### src/design/core_mem_params.svh
`ifndef CORE_MEM_PARAMS_SVH
`define CORE_MEM_PARAMS_SVH

// bus widths
`define CMR_ADDR_WIDTH      32
`define CMR_DATA_WIDTH      32
`define CMR_BE_WIDTH        4

// local data RAM, 1024 words
`define CMR_RAM_WORD_BITS   10

// region decode on the upper address bits
`define CMR_REGION_MSB_BITS 12
`define CMR_LOCAL_REGION    12'h001

`endif

### src/design/core_mem_pkg.sv
`include "core_mem_params.svh"

package core_mem_pkg;

  // byte address
  typedef logic [`CMR_ADDR_WIDTH-1:0]    addr_t;

  // data word and its byte enables
  typedef logic [`CMR_DATA_WIDTH-1:0]    data_t;
  typedef logic [`CMR_BE_WIDTH-1:0]      be_t;

  // word index into the local RAM, byte address bits 11:2
  typedef logic [`CMR_RAM_WORD_BITS-1:0] ram_addr_t;

  // who owes the next load/store response
  typedef enum logic [0:0]
  {
    RESP_BUS = 1'b0,
    RESP_RAM = 1'b1
  } resp_src_e;

endpackage

### src/design/ram_arbiter.sv
`include "core_mem_params.svh"

module ram_arbiter
(
  input  logic                    clk,
  input  logic                    rst_n,

  // loader port, highest priority
  input  logic                    ld_req_i,
  input  core_mem_pkg::addr_t     ld_addr_i,
  input  logic                    ld_we_i,
  input  core_mem_pkg::be_t       ld_be_i,
  input  core_mem_pkg::data_t     ld_wdata_i,
  output logic                    ld_gnt_o,
  output logic                    ld_rvalid_o,
  output core_mem_pkg::data_t     ld_rdata_o,

  // load/store port
  input  logic                    lsu_req_i,
  input  core_mem_pkg::addr_t     lsu_addr_i,
  input  logic                    lsu_we_i,
  input  core_mem_pkg::be_t       lsu_be_i,
  input  core_mem_pkg::data_t     lsu_wdata_i,
  output logic                    lsu_gnt_o,
  output logic                    lsu_rvalid_o,
  output core_mem_pkg::data_t     lsu_rdata_o,

  // single RAM port
  output logic                    mem_en_o,
  output core_mem_pkg::ram_addr_t mem_addr_o,
  output logic                    mem_we_o,
  output core_mem_pkg::be_t       mem_be_o,
  output core_mem_pkg::data_t     mem_wdata_o,
  input  core_mem_pkg::data_t     mem_rdata_i
);

  core_mem_pkg::addr_t sel_addr;
  logic                rvalid_q;
  logic                ld_owner_q;

  // loader always wins, lsu only gets the free cycles
  assign ld_gnt_o  = ld_req_i;
  assign lsu_gnt_o = lsu_req_i & ~ld_req_i;

  assign mem_en_o = ld_req_i | lsu_req_i;

  always_comb
  begin
    if (ld_req_i)
    begin
      sel_addr    = ld_addr_i;
      mem_we_o    = ld_we_i;
      mem_be_o    = ld_be_i;
      mem_wdata_o = ld_wdata_i;
    end
    else
    begin
      sel_addr    = lsu_addr_i;
      mem_we_o    = lsu_we_i;
      mem_be_o    = lsu_be_i;
      mem_wdata_o = lsu_wdata_i;
    end
  end

  // byte address to word index
  assign mem_addr_o = sel_addr[`CMR_RAM_WORD_BITS+1:2];

  // remember the owner of the access now in the RAM read stage
  always_ff @(posedge clk, negedge rst_n)
  begin
    if (!rst_n)
    begin
      rvalid_q   <= 1'b0;
      ld_owner_q <= 1'b0;
    end
    else
    begin
      rvalid_q   <= mem_en_o;
      ld_owner_q <= ld_req_i;
    end
  end

  assign ld_rvalid_o  = rvalid_q & ld_owner_q;
  assign lsu_rvalid_o = rvalid_q & ~ld_owner_q;

  // both ports see the RAM word, only the owner gets rvalid
  assign ld_rdata_o  = mem_rdata_i;
  assign lsu_rdata_o = mem_rdata_i;

endmodule

### config.mk
export PLATFORM = sky130hd
export DESIGN_NAME = ram_arbiter
export DESIGN_NICKNAME = d
export VERILOG_FILES = /design/src/design/core_mem_pkg.sv /design/src/design/ram_arbiter.sv
export VERILOG_INCLUDE_DIRS = /design/src /design/src/design
export SDC_FILE = /design/constraint.sdc
export NUM_CORES = 1
export LEC_CHECK = 0
export ABC_AREA = 1
export BUFFER_PORTS_ARGS = -buffer_cell sky130_fd_sc_hd__buf_4
export CORE_AREA = 2 2 112 114
export DETAILED_ROUTE_END_ITERATION = 16
export DIE_AREA = 0 0 114 116
export GPL_ROUTABILITY_DRIVEN = 0
export PLACE_DENSITY = 0.54
export SLEW_MARGIN = 15
export SYNTH_ARGS = -nofsm -noshare
export SYNTH_HDL_FRONTEND = slang
export SYNTH_SLANG_ARGS = --single-unit
### constraint.sdc
create_clock -name clk -period 1.3 [get_ports clk]
set_input_delay 0.26 -clock clk [delete_from_list [all_inputs] [get_ports clk]]
set_output_delay 0.26 -clock clk [all_outputs]
set_load 0.1 [all_outputs]
==> impl_metrics.tcl <==
set metrics [dict create \
    start_kind "input port" \
    grt_overflow 0 \
    cts_tree "built" \
    path_class "input port to primary output" \
    drt-wirelength-per-cell_um 11.39 \
    p_leak_nw 1.407 \
    cts_buffer_depth 2 \
    path_depth 6 \
    n_fill_cell 1318 \
    tns_ns 0 \
    end_kind "primary output" \
    crit_start "ld_req_i" \
    critPathArrivalTime_ns 1.02 \
    io-pin-count 290 \
    fin_crit_ns 1.278 \
    synthArstFlopShare_pct 100.0 \
    crit_family "buffers and inverters" \
    cts_setup_buffers 0 \
    path_clk_slew_ns 0.03 \
    cp_common_cell "buf_12" \
    clock_sinks 2 \
    nNetsFinal 485 \
    ir_worst_vdd_mv 0.2622 \
    synth_flop_cell "dfrtp_1" \
    hold_slack_ns 0.2786 \
    avgSynthCellArea_um2 5.121 \
    yosysMostFrequentCell "nand2_1" \
    final_max_slew_viol_count 0 \
    synth_seq_area_share_pct 4.324 \
    syn_nets 400 \
    path_max_fanout 18 \
    initial_utilization_pct 9.716 \
    synth.top_cell.area_share_pct 46.38 \
    synth_cell_types 8 \
    rsz0062_at_grt "no" \
    drc_errors 0 \
    fmax_ghz 0.7822 \
    syn_to_final_growth_pct 126.8 \
    yosys-top-cells-count "143 x nand2_1, 70 x buf_4, 3 x buf_2, 3 x inv_1" \
    grt_first_pass_wirelength_mm 7.203 \
    hold_class "input port to register" \
    synth.largest_area_cell "nand2_1" \
    cp-endpoint "mem_wdata_o[21]" \
    post-place-ws_ns -0.1088 \
    via_per_inst 3.379 \
    first_global_vias 1545 \
    dieArea_um2 13220 \
    worst-path-buf-inv 4 \
    status "finished, final reports clean" \
    slew-limit-headroom_pct 81.26 \
    drive_gt1_share_pct 67.31 \
    critPathSlowestCell "buf_12" \
    clockRootBuffer "clkbuf_16" \
    power_density_nw_per_um2 890.0 \
    grt_use_total_pct 7.058 \
    dieWidth_um 114 \
    dr.pass1.iters 4 \
    postRouteWirelength_mm 5.226 \
    path_cells "buf_4, inv_4, buf_12, nand2_1, nand2_2, buf_12" \
    max_stage_delay_ns 0.17 \
    dieHeight_um 116 \
    num_rows 40 \
    synth-edff-count 0 \
    finalSetupViolations 0 \
    vias 1551 \
    grt_antenna_before_repair 3 \
    tightest_slew_ns 0.2834 \
    core_um2 11910 \
    drt-initial-drc-count 40 \
    drv_cap 0 \
    timing.final.crit_share_pct 98.34 \
    ys_seq_elements 2 \
    syn_inst 226 \
    crit_required_ns 1.04 \
    io_buffers 149 \
    synth_area_leaders "nand2_1 46%, buf_4 45%, dfrtp_1 4.3%, buf_2 1.3%, inv_1 0.97%" \
    ant_nets 0 \
    synth-warning-count 0 \
    syn_area_um2 1157 \
    cts_buffers 3 \
    htree_levels 1 \
    final_hold_viol_count 0 \
    grt_max_degree 33 \
    finalWorstSetupSlack_ns 0.02158 \
    hpwlAfterDp_mm 4.223 \
]
[cell usage in the layout (no fill, tap or decap), drive strengths merged]
cell,instances
diode,3
buf,154
nand2,143
nor2,2
clkbuf,3
dfrtp,2
dlygate4sd3,1
inv,4
[routing by layer]
metal	GRT usage (%)	part of all wire [%]	up-vias	wire length [µm]
met2	13.13	51	96	2650
met1	5.670	28	649	1475
met5	0	0	-	0
met3	3.138	15	36	788
li1	-	-	770	-
met4	5.854	6.0	0	311
[per-stage QoR]
stage	instances	total power (W)	cell area [µm²]	util (%)
after floorplan	226	0.002168	1388	-
after global routing	456	0.002418	2618	21.97
after CTS	456	0.002289	2510	21.07
after detailed placement	452	0.001706	2230	18.72
final	459	0.002336	2625	22.04
after global placement	452	0.001697	2230	18.72
[final cells by class]
type / instances / area, µm² / area share (%)
timing repair buffer: 155 / 1516 / 57.77
multi-input combinational: 145 / 774.5 / 29.50
tap: 147 / 183.9 / 7.007
clock buffer: 3 / 75.07 / 2.860
sequential: 2 / 50.05 / 1.907
inverter: 4 / 17.52 / 0.6673
antenna: 3 / 7.507 / 0.2860
[worst min-delay path, delay by kind of cell]
family / cells / cell delay (ns)
buf+inv: 2 / 0.13
simple gates: 1 / 0.07
[where the power goes]
group          internal [W]  switching (W)   total, W
sequential        0.0000660     0.00000226  0.0000682
clock              0.000391      0.0000695   0.000461
combinational      0.000590        0.00122    0.00181
total               0.00105        0.00129    0.00234
[state kept, by name, summed over array words and instances, names as in the netlist]
signal	cells
rvalid_q	1
ld_owner_q	1
[worst min-delay path by stage]
stage | startpoint | cells after the start | slack, ns | endpoint
floorplan | rst_n | 0 | -0.04 | ld_owner_q$_DFF_PN0_
global placement | rst_n | 1 | 0.04 | rvalid_q$_DFF_PN0_
finish | lsu_req_i | 3 | 0.28 | rvalid_q$_DFF_PN0_
detailed placement | rst_n | 1 | 0.05 | rvalid_q$_DFF_PN0_
global route | lsu_req_i | 3 | 0.29 | rvalid_q$_DFF_PN0_
CTS | lsu_req_i | 3 | 0.28 | rvalid_q$_DFF_PN0_
[logic make-up (layout without fill, tap and decap cells)]
logic type	count (synthesis)	count (layout)	synth area share, %
simple gates	145	145	47.03
buf+inv	79	162	48.65
flops	2	2	4.324
other cells	0	3	0
[what timing repair did]
action / in CTS / in global routing
hold endpoints to repair: 2 / 0
pin swaps: 0 / 0
gates cloned: 0 / 0
setup endpoints to repair: 47 / 23
hold buffers: 1 / 0
resized for setup: 52 / 27
(Power assumes the default switching activity.)
