--- config.mk ---
export PLATFORM = sky130hd
export DESIGN_NAME = lsu_demux
export DESIGN_NICKNAME = d
export VERILOG_FILES = /design/src/design/core_mem_pkg.sv /design/src/design/lsu_demux.sv
export VERILOG_INCLUDE_DIRS = /design/src /design/src/design
export SDC_FILE = /design/constraint.sdc
export NUM_CORES = 1
export LEC_CHECK = 0
export ABC_CLOCK_PERIOD_IN_PS = 2750
export BUFFER_PORTS_ARGS = -buffer_cell sky130_fd_sc_hd__buf_2
export CAP_MARGIN = 15
export CORE_AREA = 4 4 121 123
export DETAILED_ROUTE_END_ITERATION = 10
export DIE_AREA = 0 0 125 127
export RECOVER_POWER = 50
export REMOVE_ABC_BUFFERS = 1
export SETUP_SLACK_MARGIN = 0.05
export SKIP_CTS_REPAIR_TIMING = 1
export SLEW_MARGIN = 5
export SYNTH_ARGS = -nofsm -noshare
export SYNTH_HDL_FRONTEND = slang
export SYNTH_SLANG_ARGS = --single-unit
--- constraint.sdc ---
create_clock -name clk -period 2.75 [get_ports clk]
set_input_delay 0 -clock clk [delete_from_list [all_inputs] [get_ports clk]]
set_output_delay 0 -clock clk [all_outputs]
set_load 0.005 [all_outputs]
--- src/design/core_mem_params.svh ---
`ifndef CORE_MEM_PARAMS_SVH
`define CORE_MEM_PARAMS_SVH

// bus widths
`define CMR_ADDR_WIDTH      32
`define CMR_DATA_WIDTH      32
`define CMR_BE_WIDTH        4

// local data RAM, 1024 words
`define CMR_RAM_WORD_BITS   10

// region decode on the upper address bits
`define CMR_REGION_MSB_BITS 12
`define CMR_LOCAL_REGION    12'h001

`endif

--- src/design/core_mem_pkg.sv ---
`include "core_mem_params.svh"

package core_mem_pkg;

  // byte address
  typedef logic [`CMR_ADDR_WIDTH-1:0]    addr_t;

  // data word and its byte enables
  typedef logic [`CMR_DATA_WIDTH-1:0]    data_t;
  typedef logic [`CMR_BE_WIDTH-1:0]      be_t;

  // word index into the local RAM, byte address bits 11:2
  typedef logic [`CMR_RAM_WORD_BITS-1:0] ram_addr_t;

  // who owes the next load/store response
  typedef enum logic [0:0]
  {
    RESP_BUS = 1'b0,
    RESP_RAM = 1'b1
  } resp_src_e;

endpackage

--- src/design/lsu_demux.sv ---
`include "core_mem_params.svh"

module lsu_demux
(
  input  logic                clk,
  input  logic                rst_n,

  // from the load/store unit
  input  logic                lsu_req_i,
  input  core_mem_pkg::addr_t lsu_addr_i,
  input  logic                lsu_we_i,
  input  core_mem_pkg::be_t   lsu_be_i,
  input  core_mem_pkg::data_t lsu_wdata_i,
  output logic                lsu_gnt_o,
  output logic                lsu_rvalid_o,
  output core_mem_pkg::data_t lsu_rdata_o,

  // external bus
  output logic                bus_req_o,
  output core_mem_pkg::addr_t bus_addr_o,
  output logic                bus_we_o,
  output core_mem_pkg::be_t   bus_be_o,
  output core_mem_pkg::data_t bus_wdata_o,
  input  logic                bus_gnt_i,
  input  logic                bus_rvalid_i,
  input  core_mem_pkg::data_t bus_rdata_i,

  // local RAM side
  output logic                ram_req_o,
  output core_mem_pkg::addr_t ram_addr_o,
  output logic                ram_we_o,
  output core_mem_pkg::be_t   ram_be_o,
  output core_mem_pkg::data_t ram_wdata_o,
  input  logic                ram_gnt_i,
  input  logic                ram_rvalid_i,
  input  core_mem_pkg::data_t ram_rdata_i
);

  localparam int CNT_W = 3;

  logic                    is_local;
  core_mem_pkg::resp_src_e target;
  core_mem_pkg::resp_src_e resp_src_q;
  logic [CNT_W-1:0]        outstanding_q;
  logic                    block;
  logic                    accept;
  logic                    resp;

  assign is_local = (lsu_addr_i[`CMR_ADDR_WIDTH-1 -: `CMR_REGION_MSB_BITS]
                     == `CMR_LOCAL_REGION);
  assign target   = is_local ? core_mem_pkg::RESP_RAM : core_mem_pkg::RESP_BUS;

  // hold off a switch of target until the other side has drained
  assign block = ((outstanding_q != '0) && (target != resp_src_q))
                 || (outstanding_q == {CNT_W{1'b1}});

  assign ram_req_o = lsu_req_i & is_local & ~block;
  assign bus_req_o = lsu_req_i & ~is_local & ~block;

  assign ram_addr_o  = lsu_addr_i;
  assign ram_we_o    = lsu_we_i;
  assign ram_be_o    = lsu_be_i;
  assign ram_wdata_o = lsu_wdata_i;

  assign bus_addr_o  = lsu_addr_i;
  assign bus_we_o    = lsu_we_i;
  assign bus_be_o    = lsu_be_i;
  assign bus_wdata_o = lsu_wdata_i;

  assign lsu_gnt_o = is_local ? (ram_req_o & ram_gnt_i) : (bus_req_o & bus_gnt_i);
  assign accept    = lsu_req_i & lsu_gnt_o;

  // route the response from whichever side owes it
  always_comb
  begin
    if (resp_src_q == core_mem_pkg::RESP_RAM)
    begin
      resp        = ram_rvalid_i;
      lsu_rdata_o = ram_rdata_i;
    end
    else
    begin
      resp        = bus_rvalid_i;
      lsu_rdata_o = bus_rdata_i;
    end
  end

  assign lsu_rvalid_o = resp;

  always_ff @(posedge clk, negedge rst_n)
  begin
    if (!rst_n)
    begin
      resp_src_q    <= core_mem_pkg::RESP_RAM;
      outstanding_q <= '0;
    end
    else
    begin
      if (accept)
      begin
        resp_src_q <= target;
      end
      if (accept && !resp)
      begin
        outstanding_q <= outstanding_q + 1'b1;
      end
      else if (!accept && resp)
      begin
        outstanding_q <= outstanding_q - 1'b1;
      end
    end
  end

endmodule

==> results.py, run 1 <==
metrics = {
    "global_route": {
        "track_usage_pct": 13.82,
        "grt_pass1_wl_mm": 14.92,
        "grt_pass1_vias": 1512,
        "grt_max_degree": 33,
        "grt_overflow": 0,
        "antenna_found_initial": 0,
    },
    "yosys": {
        "syn_area_per_cell_um2": 8.658,
        "synth.distinct_cells": 28,
        "ys_warn_count": 0,
        "syn_inst": 212,
        "synth_area_um2": 1836,
        "synth_top_area_share_pct": 57.67,
        "ys_seq_area_share_pct": 5.521,
        "ys_ff_latch": 4,
        "synth_top_cell_by_area": "buf_4",
        "synthArstFlopShare_pct": 100.0,
        "synthTopCellsByArea": "buf_4 (58%), mux2_2 (20%), dfrtp_1 (4.1%)",
        "synth_flop_cell": "dfrtp_1",
        "synth_edf_count": 0,
        "synth_most_common_cell": "buf_4",
        "synthTopCellsByCount": "buf_4 (141), mux2_2 (33), inv_1 (4)",
    },
    "clock_network": {
        "cts.sinks": 4,
        "htree_levels": 1,
        "clockBufferDepth": 2,
        "insertion_delay_ns": 0.23,
        "cts_buffers": 3,
        "cts-root-buf": "clkbuf_16",
        "path_clk_slew_ns": 0.03,
        "cts_tree": "done",
    },
    "timing": {
        "setup_viol": 0,
        "hold_viol_final": 0,
        "tns_ns": 0,
        "fin_crit_ns": 2.297,
        "fin_crit_sh_pct": 83.53,
        "hold_ws_ns": 0.0001393,
        "timing.fmax_mhz": 435.3,
        "clock_skew_ns": 0.004803,
        "max_slew_margin_pct": 73.88,
        "worst_pin_slew_ns": 0.3918,
        "finalMaxSlewViolations": 0,
        "grt_setup_unrepaired": "no",
    },
    "cells_and_area": {
        "drive_gt1_share_pct": 84.86,
        "antenna_cells": 0,
        "stdcell_count": 398,
        "fin_nets": 361,
        "area_delta_synth_final_pct": -1.704,
        "nFillCells": 1636,
    },
    "placed_design": {
        "place_inst": 393,
        "dp_hpwl_mm": 10.33,
        "gp_congestion": 0.7572,
        "portBuffers": 142,
    },
    "floorplanning": {
        "die_y_um": 127,
        "die_x_um": 125,
        "rows": 43,
        "die_area_um2": 15880,
        "initial_core_util_pct": 13.43,
        "core_um2": 13670,
        "io_pins": 314,
    },
    "drt": {
        "drt-initial-drc-count": 31,
        "wl_per_cell_um": 29.59,
        "drc": 0,
        "ant_nets": 0,
        "via_per_inst": 3.741,
        "drt_wl_total_mm": 11.78,
        "vias": 1489,
        "first_pass_iters": 5,
    },
    "critical_path": {
        "arrival_ns": 2.45,
        "crit_top_cell": "xor2_1",
        "crit_start": "resp_src_q",
        "crit_family": "flip-flops",
        "path_cells": "a21boi_0 -> o2111ai_1 -> mux2i_1 -> ha_1 -> inv_1 -> fa_1 -> xor2_1 -> nor2_1 -> xor2_1",
        "cpPeakStageDelay_ns": 0.61,
        "cp-end-kind": "register",
        "worstSetupPathType": "reg2reg",
        "critPathRequiredTime_ns": 2.90,
        "start_kind": "register",
        "worst_r2r_startpoint": "resp_src_q",
        "crit_slowest_cell": "dfstp_2",
        "crit_fanout": 8,
        "crit_buf_inv": 1,
        "reg2reg_setup_slack_ns": 0.45,
    },
    "power_and_ir_drop": {
        "switching_power_mw": 0.4217,
        "p_total_mw": 1.144,
        "p_sw_share_pct": 36.87,
        "combPwrFrac_pct": 65.7,
        "pwr-share-seq_pct": 14.0,
        "clock_power_share_pct": 20.4,
        "internal_power_mw": 0.7221,
        "p_per_area_nw_per_um2": 634.0,
        "ir_drop_mv": 0.3195,
        "total_leakage_power_nw": 0.8766,
    },
    "status": {
        "status": "completed",
    },
    "hold_path": {
        "hp-start": "lsu_wdata_i[8]",
        "min_path_type": "in2out",
    },
    "flow_run": {
        "drv_cap": 0,
    },
}
==> power by group through the flow <==
stage / sequential (mW) / combinational, mW / clock [mW]
after floorplan: 0.199 / 0.397 / 0
after global placement: 0.157 / 0.756 / 0
after detailed placement: 0.158 / 0.760 / 0
after CTS: 0.158 / 0.764 / 0.239
after global routing: 0.168 / 0.836 / 0.243
final: 0.160 / 0.751 / 0.233
==> per-stage QoR <==
step	utilization, %	worst slack, ns	cell area (um^2)
after global placement	12.55	0.5004	1715
final	13.20	0.4528	1804
after floorplan	-	0.2112	772.0
after detailed placement	12.55	0.4379	1715
after CTS	13.13	0.4496	1794
after global routing	13.20	0.1769	1804
==> cells by family (layout without fill, tap and decap cells) <==
group                    count (synthesis)  in the layout  share of synthesized area [%]
flip-flops                               4              4                          5.522
buffers and inverters                  146            152                          58.76
XOR/XNOR                                 3              3                          1.432
AND/OR/NAND/NOR                         11             11                          6.544
adder cells (fa/ha/maj)                  2              2                          1.772
multiplexers                            36             36                          21.88
AO/OA/AOI/OAI                           10             10                          4.090
==> worst paths after layout <==
kind / endpoint / depth (start not counted)
setup / recovery: outstanding_q[2] / 9
hold / removal: bus_wdata_o[8] / 0
setup reg to reg: outstanding_q[2] / 9
hold reg to reg: outstanding_q[2] / 1
max in group asynchronous: resp_src_q / 2
min in group asynchronous: outstanding_q[2] / 2
==> cells in the final DEF (no fill, tap or decap), types with 2 or more instances in the layout <==
| master | instances |
|---|---|
| nand3_1 | 2 |
| a21oi_1 | 2 |
| mux2i_1 | 3 |
| mux2_2 | 33 |
| inv_1 | 4 |
| dfrtp_1 | 3 |
| nor4_4 | 2 |
| xor2_1 | 2 |
| buf_2 | 142 |
| clkbuf_16 | 3 |
| and3b_1 | 2 |
==> state kept, by name, indices dropped and copies added (netlist names) <==
register	cells
outstanding_q	3
resp_src_q	1
==> routing by layer <==
layer	wire [um]	global-route usage [%]
met5	116	6.192
met4	82	3.316
met3	2941	16.56
met2	4193	15.75
met1	4443	15.42
==> area by class of cell <==
class                           instances  area, um^2  area share (%)
Inverter                                4       15.01          0.8322
Timing Repair Buffer                  144       728.2           40.36
Multi-Input combinational cell         62       655.6           36.34
Sequential cell                         4       101.3           5.617
Tap cell                              180       225.2           12.48
Clock buffer                            4       78.83           4.369
Power figures use the tool's default switching activity.
==> run 2: changes to the inputs <==
- ABC_CLOCK_PERIOD_IN_PS: 2750 -> 2100
- clock period: 2.75 -> 2.1 ns (I/O delays scaled with it)
==> results.py, run 2 (synthesis gave the netlist of run 1 again) <==
metrics = {
    "timing": {
        "finalMaxSlewViolations": 0,
        "setup_viol": 2,
        "fin_crit_ns": 2.129,
        "hold_viol_final": 0,
        "grt_setup_unrepaired": "yes",
        "timing.fmax_mhz": 469.6,
        "fin_crit_sh_pct": 101.4,
        "setup_slack_ns": -0.02943,
        "hold_ws_ns": 0.0001481,
        "max_slew_margin_pct": 72.73,
        "worst_pin_slew_ns": 0.4091,
        "clock_skew_ns": 0.004856,
        "tns_ns": -0.03907,
    },
    "power_and_ir_drop": {
        "clock_power_share_pct": 18.1,
        "p_sw_share_pct": 36.64,
        "p_per_area_nw_per_um2": 889.5,
        "combPwrFrac_pct": 70.0,
        "ir_drop_mv": 0.3237,
        "internal_power_mw": 1.074,
        "total_leakage_power_nw": 0.9287,
        "switching_power_mw": 0.6210,
        "pwr-share-seq_pct": 11.8,
    },
    "global_route": {
        "antenna_found_initial": 0,
        "grt_pass1_vias": 1419,
        "track_usage_pct": 13.81,
        "grt_max_degree": 33,
        "grt_pass1_wl_mm": 14.88,
        "grt_overflow": 0,
    },
    "status": {
        "status": "complete, but fails checks",
        "violations": "negative setup slack",
    },
    "floorplanning": {
        "core_um2": 13670,
        "rows": 43,
        "die_y_um": 127,
        "die_area_um2": 15880,
        "initial_core_util_pct": 13.43,
        "io_pins": 314,
        "die_x_um": 125,
    },
    "critical_path": {
        "cp-end-kind": "register",
        "arrival_ns": 2.28,
        "crit_fanout": 4,
        "critPathRequiredTime_ns": 2.25,
        "worstSetupPathType": "reg2reg",
        "start_kind": "register",
    },
    "clock_network": {
        "htree_levels": 1,
        "path_clk_slew_ns": 0.03,
        "cts-root-buf": "clkbuf_16",
        "cts.sinks": 4,
        "cts_buffers": 3,
        "cts_tree": "done",
        "clockBufferDepth": 2,
        "insertion_delay_ns": 0.23,
    },
    "placed_design": {
        "place_ws_ns": -0.1469,
        "gp_congestion": 0.7589,
        "dp_hpwl_mm": 10.35,
        "portBuffers": 142,
        "place_inst": 399,
    },
    "drt": {
        "drt-initial-drc-count": 33,
        "drc": 0,
        "wl_per_cell_um": 29.33,
        "first_pass_iters": 4,
        "vias": 1494,
        "drt_wl_total_mm": 11.94,
        "via_per_inst": 3.671,
        "ant_nets": 0,
    },
    "cells_and_area": {
        "finish.utilization_pct": 13.94,
        "fin_nets": 370,
        "largest_register_ffs": 3,
        "antenna_cells": 0,
        "final_cell_mix": "buf_2 (142), mux2_2 (33), buf_4 (9)",
        "drive_gt1_share_pct": 88.55,
        "final_common_cell": "buf_2",
        "nFillCells": 1624,
        "regMostFlops": "outstanding_q",
        "area_delta_synth_final_pct": 3.817,
        "stdcell_count": 407,
        "reg.largest.list": "outstanding_q x3, resp_src_q x1",
    },
    "hold_path": {
        "min_path_type": "in2out",
    },
    "flow_run": {
        "drv_cap": 0,
    },
}
-- run 2: cell count changes in the layout (fill, tap and decap cells not counted), sizes merged --
| cell | before | now |
|---|---|---|
| buf | 143 | 152 |
-- run 2: path summary, 6_finish.rpt --
check | to | depth (start not counted) | start | slack, ns
worst max-delay path | outstanding_q[2] | 9 | resp_src_q | -0.03
worst min-delay path | bus_wdata_o[8] | 0 | lsu_wdata_i[8] | 0.0001
worst max register to register | outstanding_q[2] | 9 | resp_src_q | -0.03
worst min register to register | outstanding_q[0] | 2 | outstanding_q[0] | 0.62
max in group asynchronous | resp_src_q | 2 | rst_n | 1.74
min in group asynchronous | outstanding_q[2] | 2 | rst_n | 0.15
-- run 2: power by group through the flow --
stage | sequential, mW | combinational, mW | clock (mW)
floorplan | 0.261 | 0.520 | 0
CTS | 0.177 | 1.12 | 0.317
global route | 0.212 | 1.30 | 0.327
global placement | 0.172 | 1.11 | 0
detailed placement | 0.172 | 1.11 | 0
finish | 0.201 | 1.19 | 0.308
-- run 2: area by class of cell --
cell class	instances	area, um^2	area share [%]
tap	180	225.2	11.82
sequential	4	101.3	5.318
timing repair buffer	153	799.5	41.96
inverter	4	15.01	0.7879
clock buffer	4	78.83	4.137
multi-input combinational	62	685.7	35.98
-- run 2: metrics by stage --
step | total power [mW] | area [um^2]
final | 1.695 | 1906
after global routing | 1.834 | 1906
after CTS | 1.612 | 1839
after detailed placement | 1.283 | 1760
after global placement | 1.279 | 1760
after floorplan | 0.7812 | 772.0
-- run 2: per-layer routing --
metal	wire length [um]	global-route usage (%)	share of wire, %	up-vias
met4	78	2.742	0.65	5
li1	-	-	-	595
met5	116	6.192	0.97	-
met2	4240	15.22	36	218
met3	3114	17.06	26	13
met1	4388	15.73	37	663
-- run 2: worst max-delay path, cell delays in order (launching register included) --
cell	delay (ns)
dfstp_2	0.56
a21boi_4	0.19
o2111ai_2	0.14
mux2i_1	0.18
ha_2	0.21
inv_2	0.04
fa_2	0.32
xor2_1	0.14
nor2_1	0.12
xor2_1	0.15
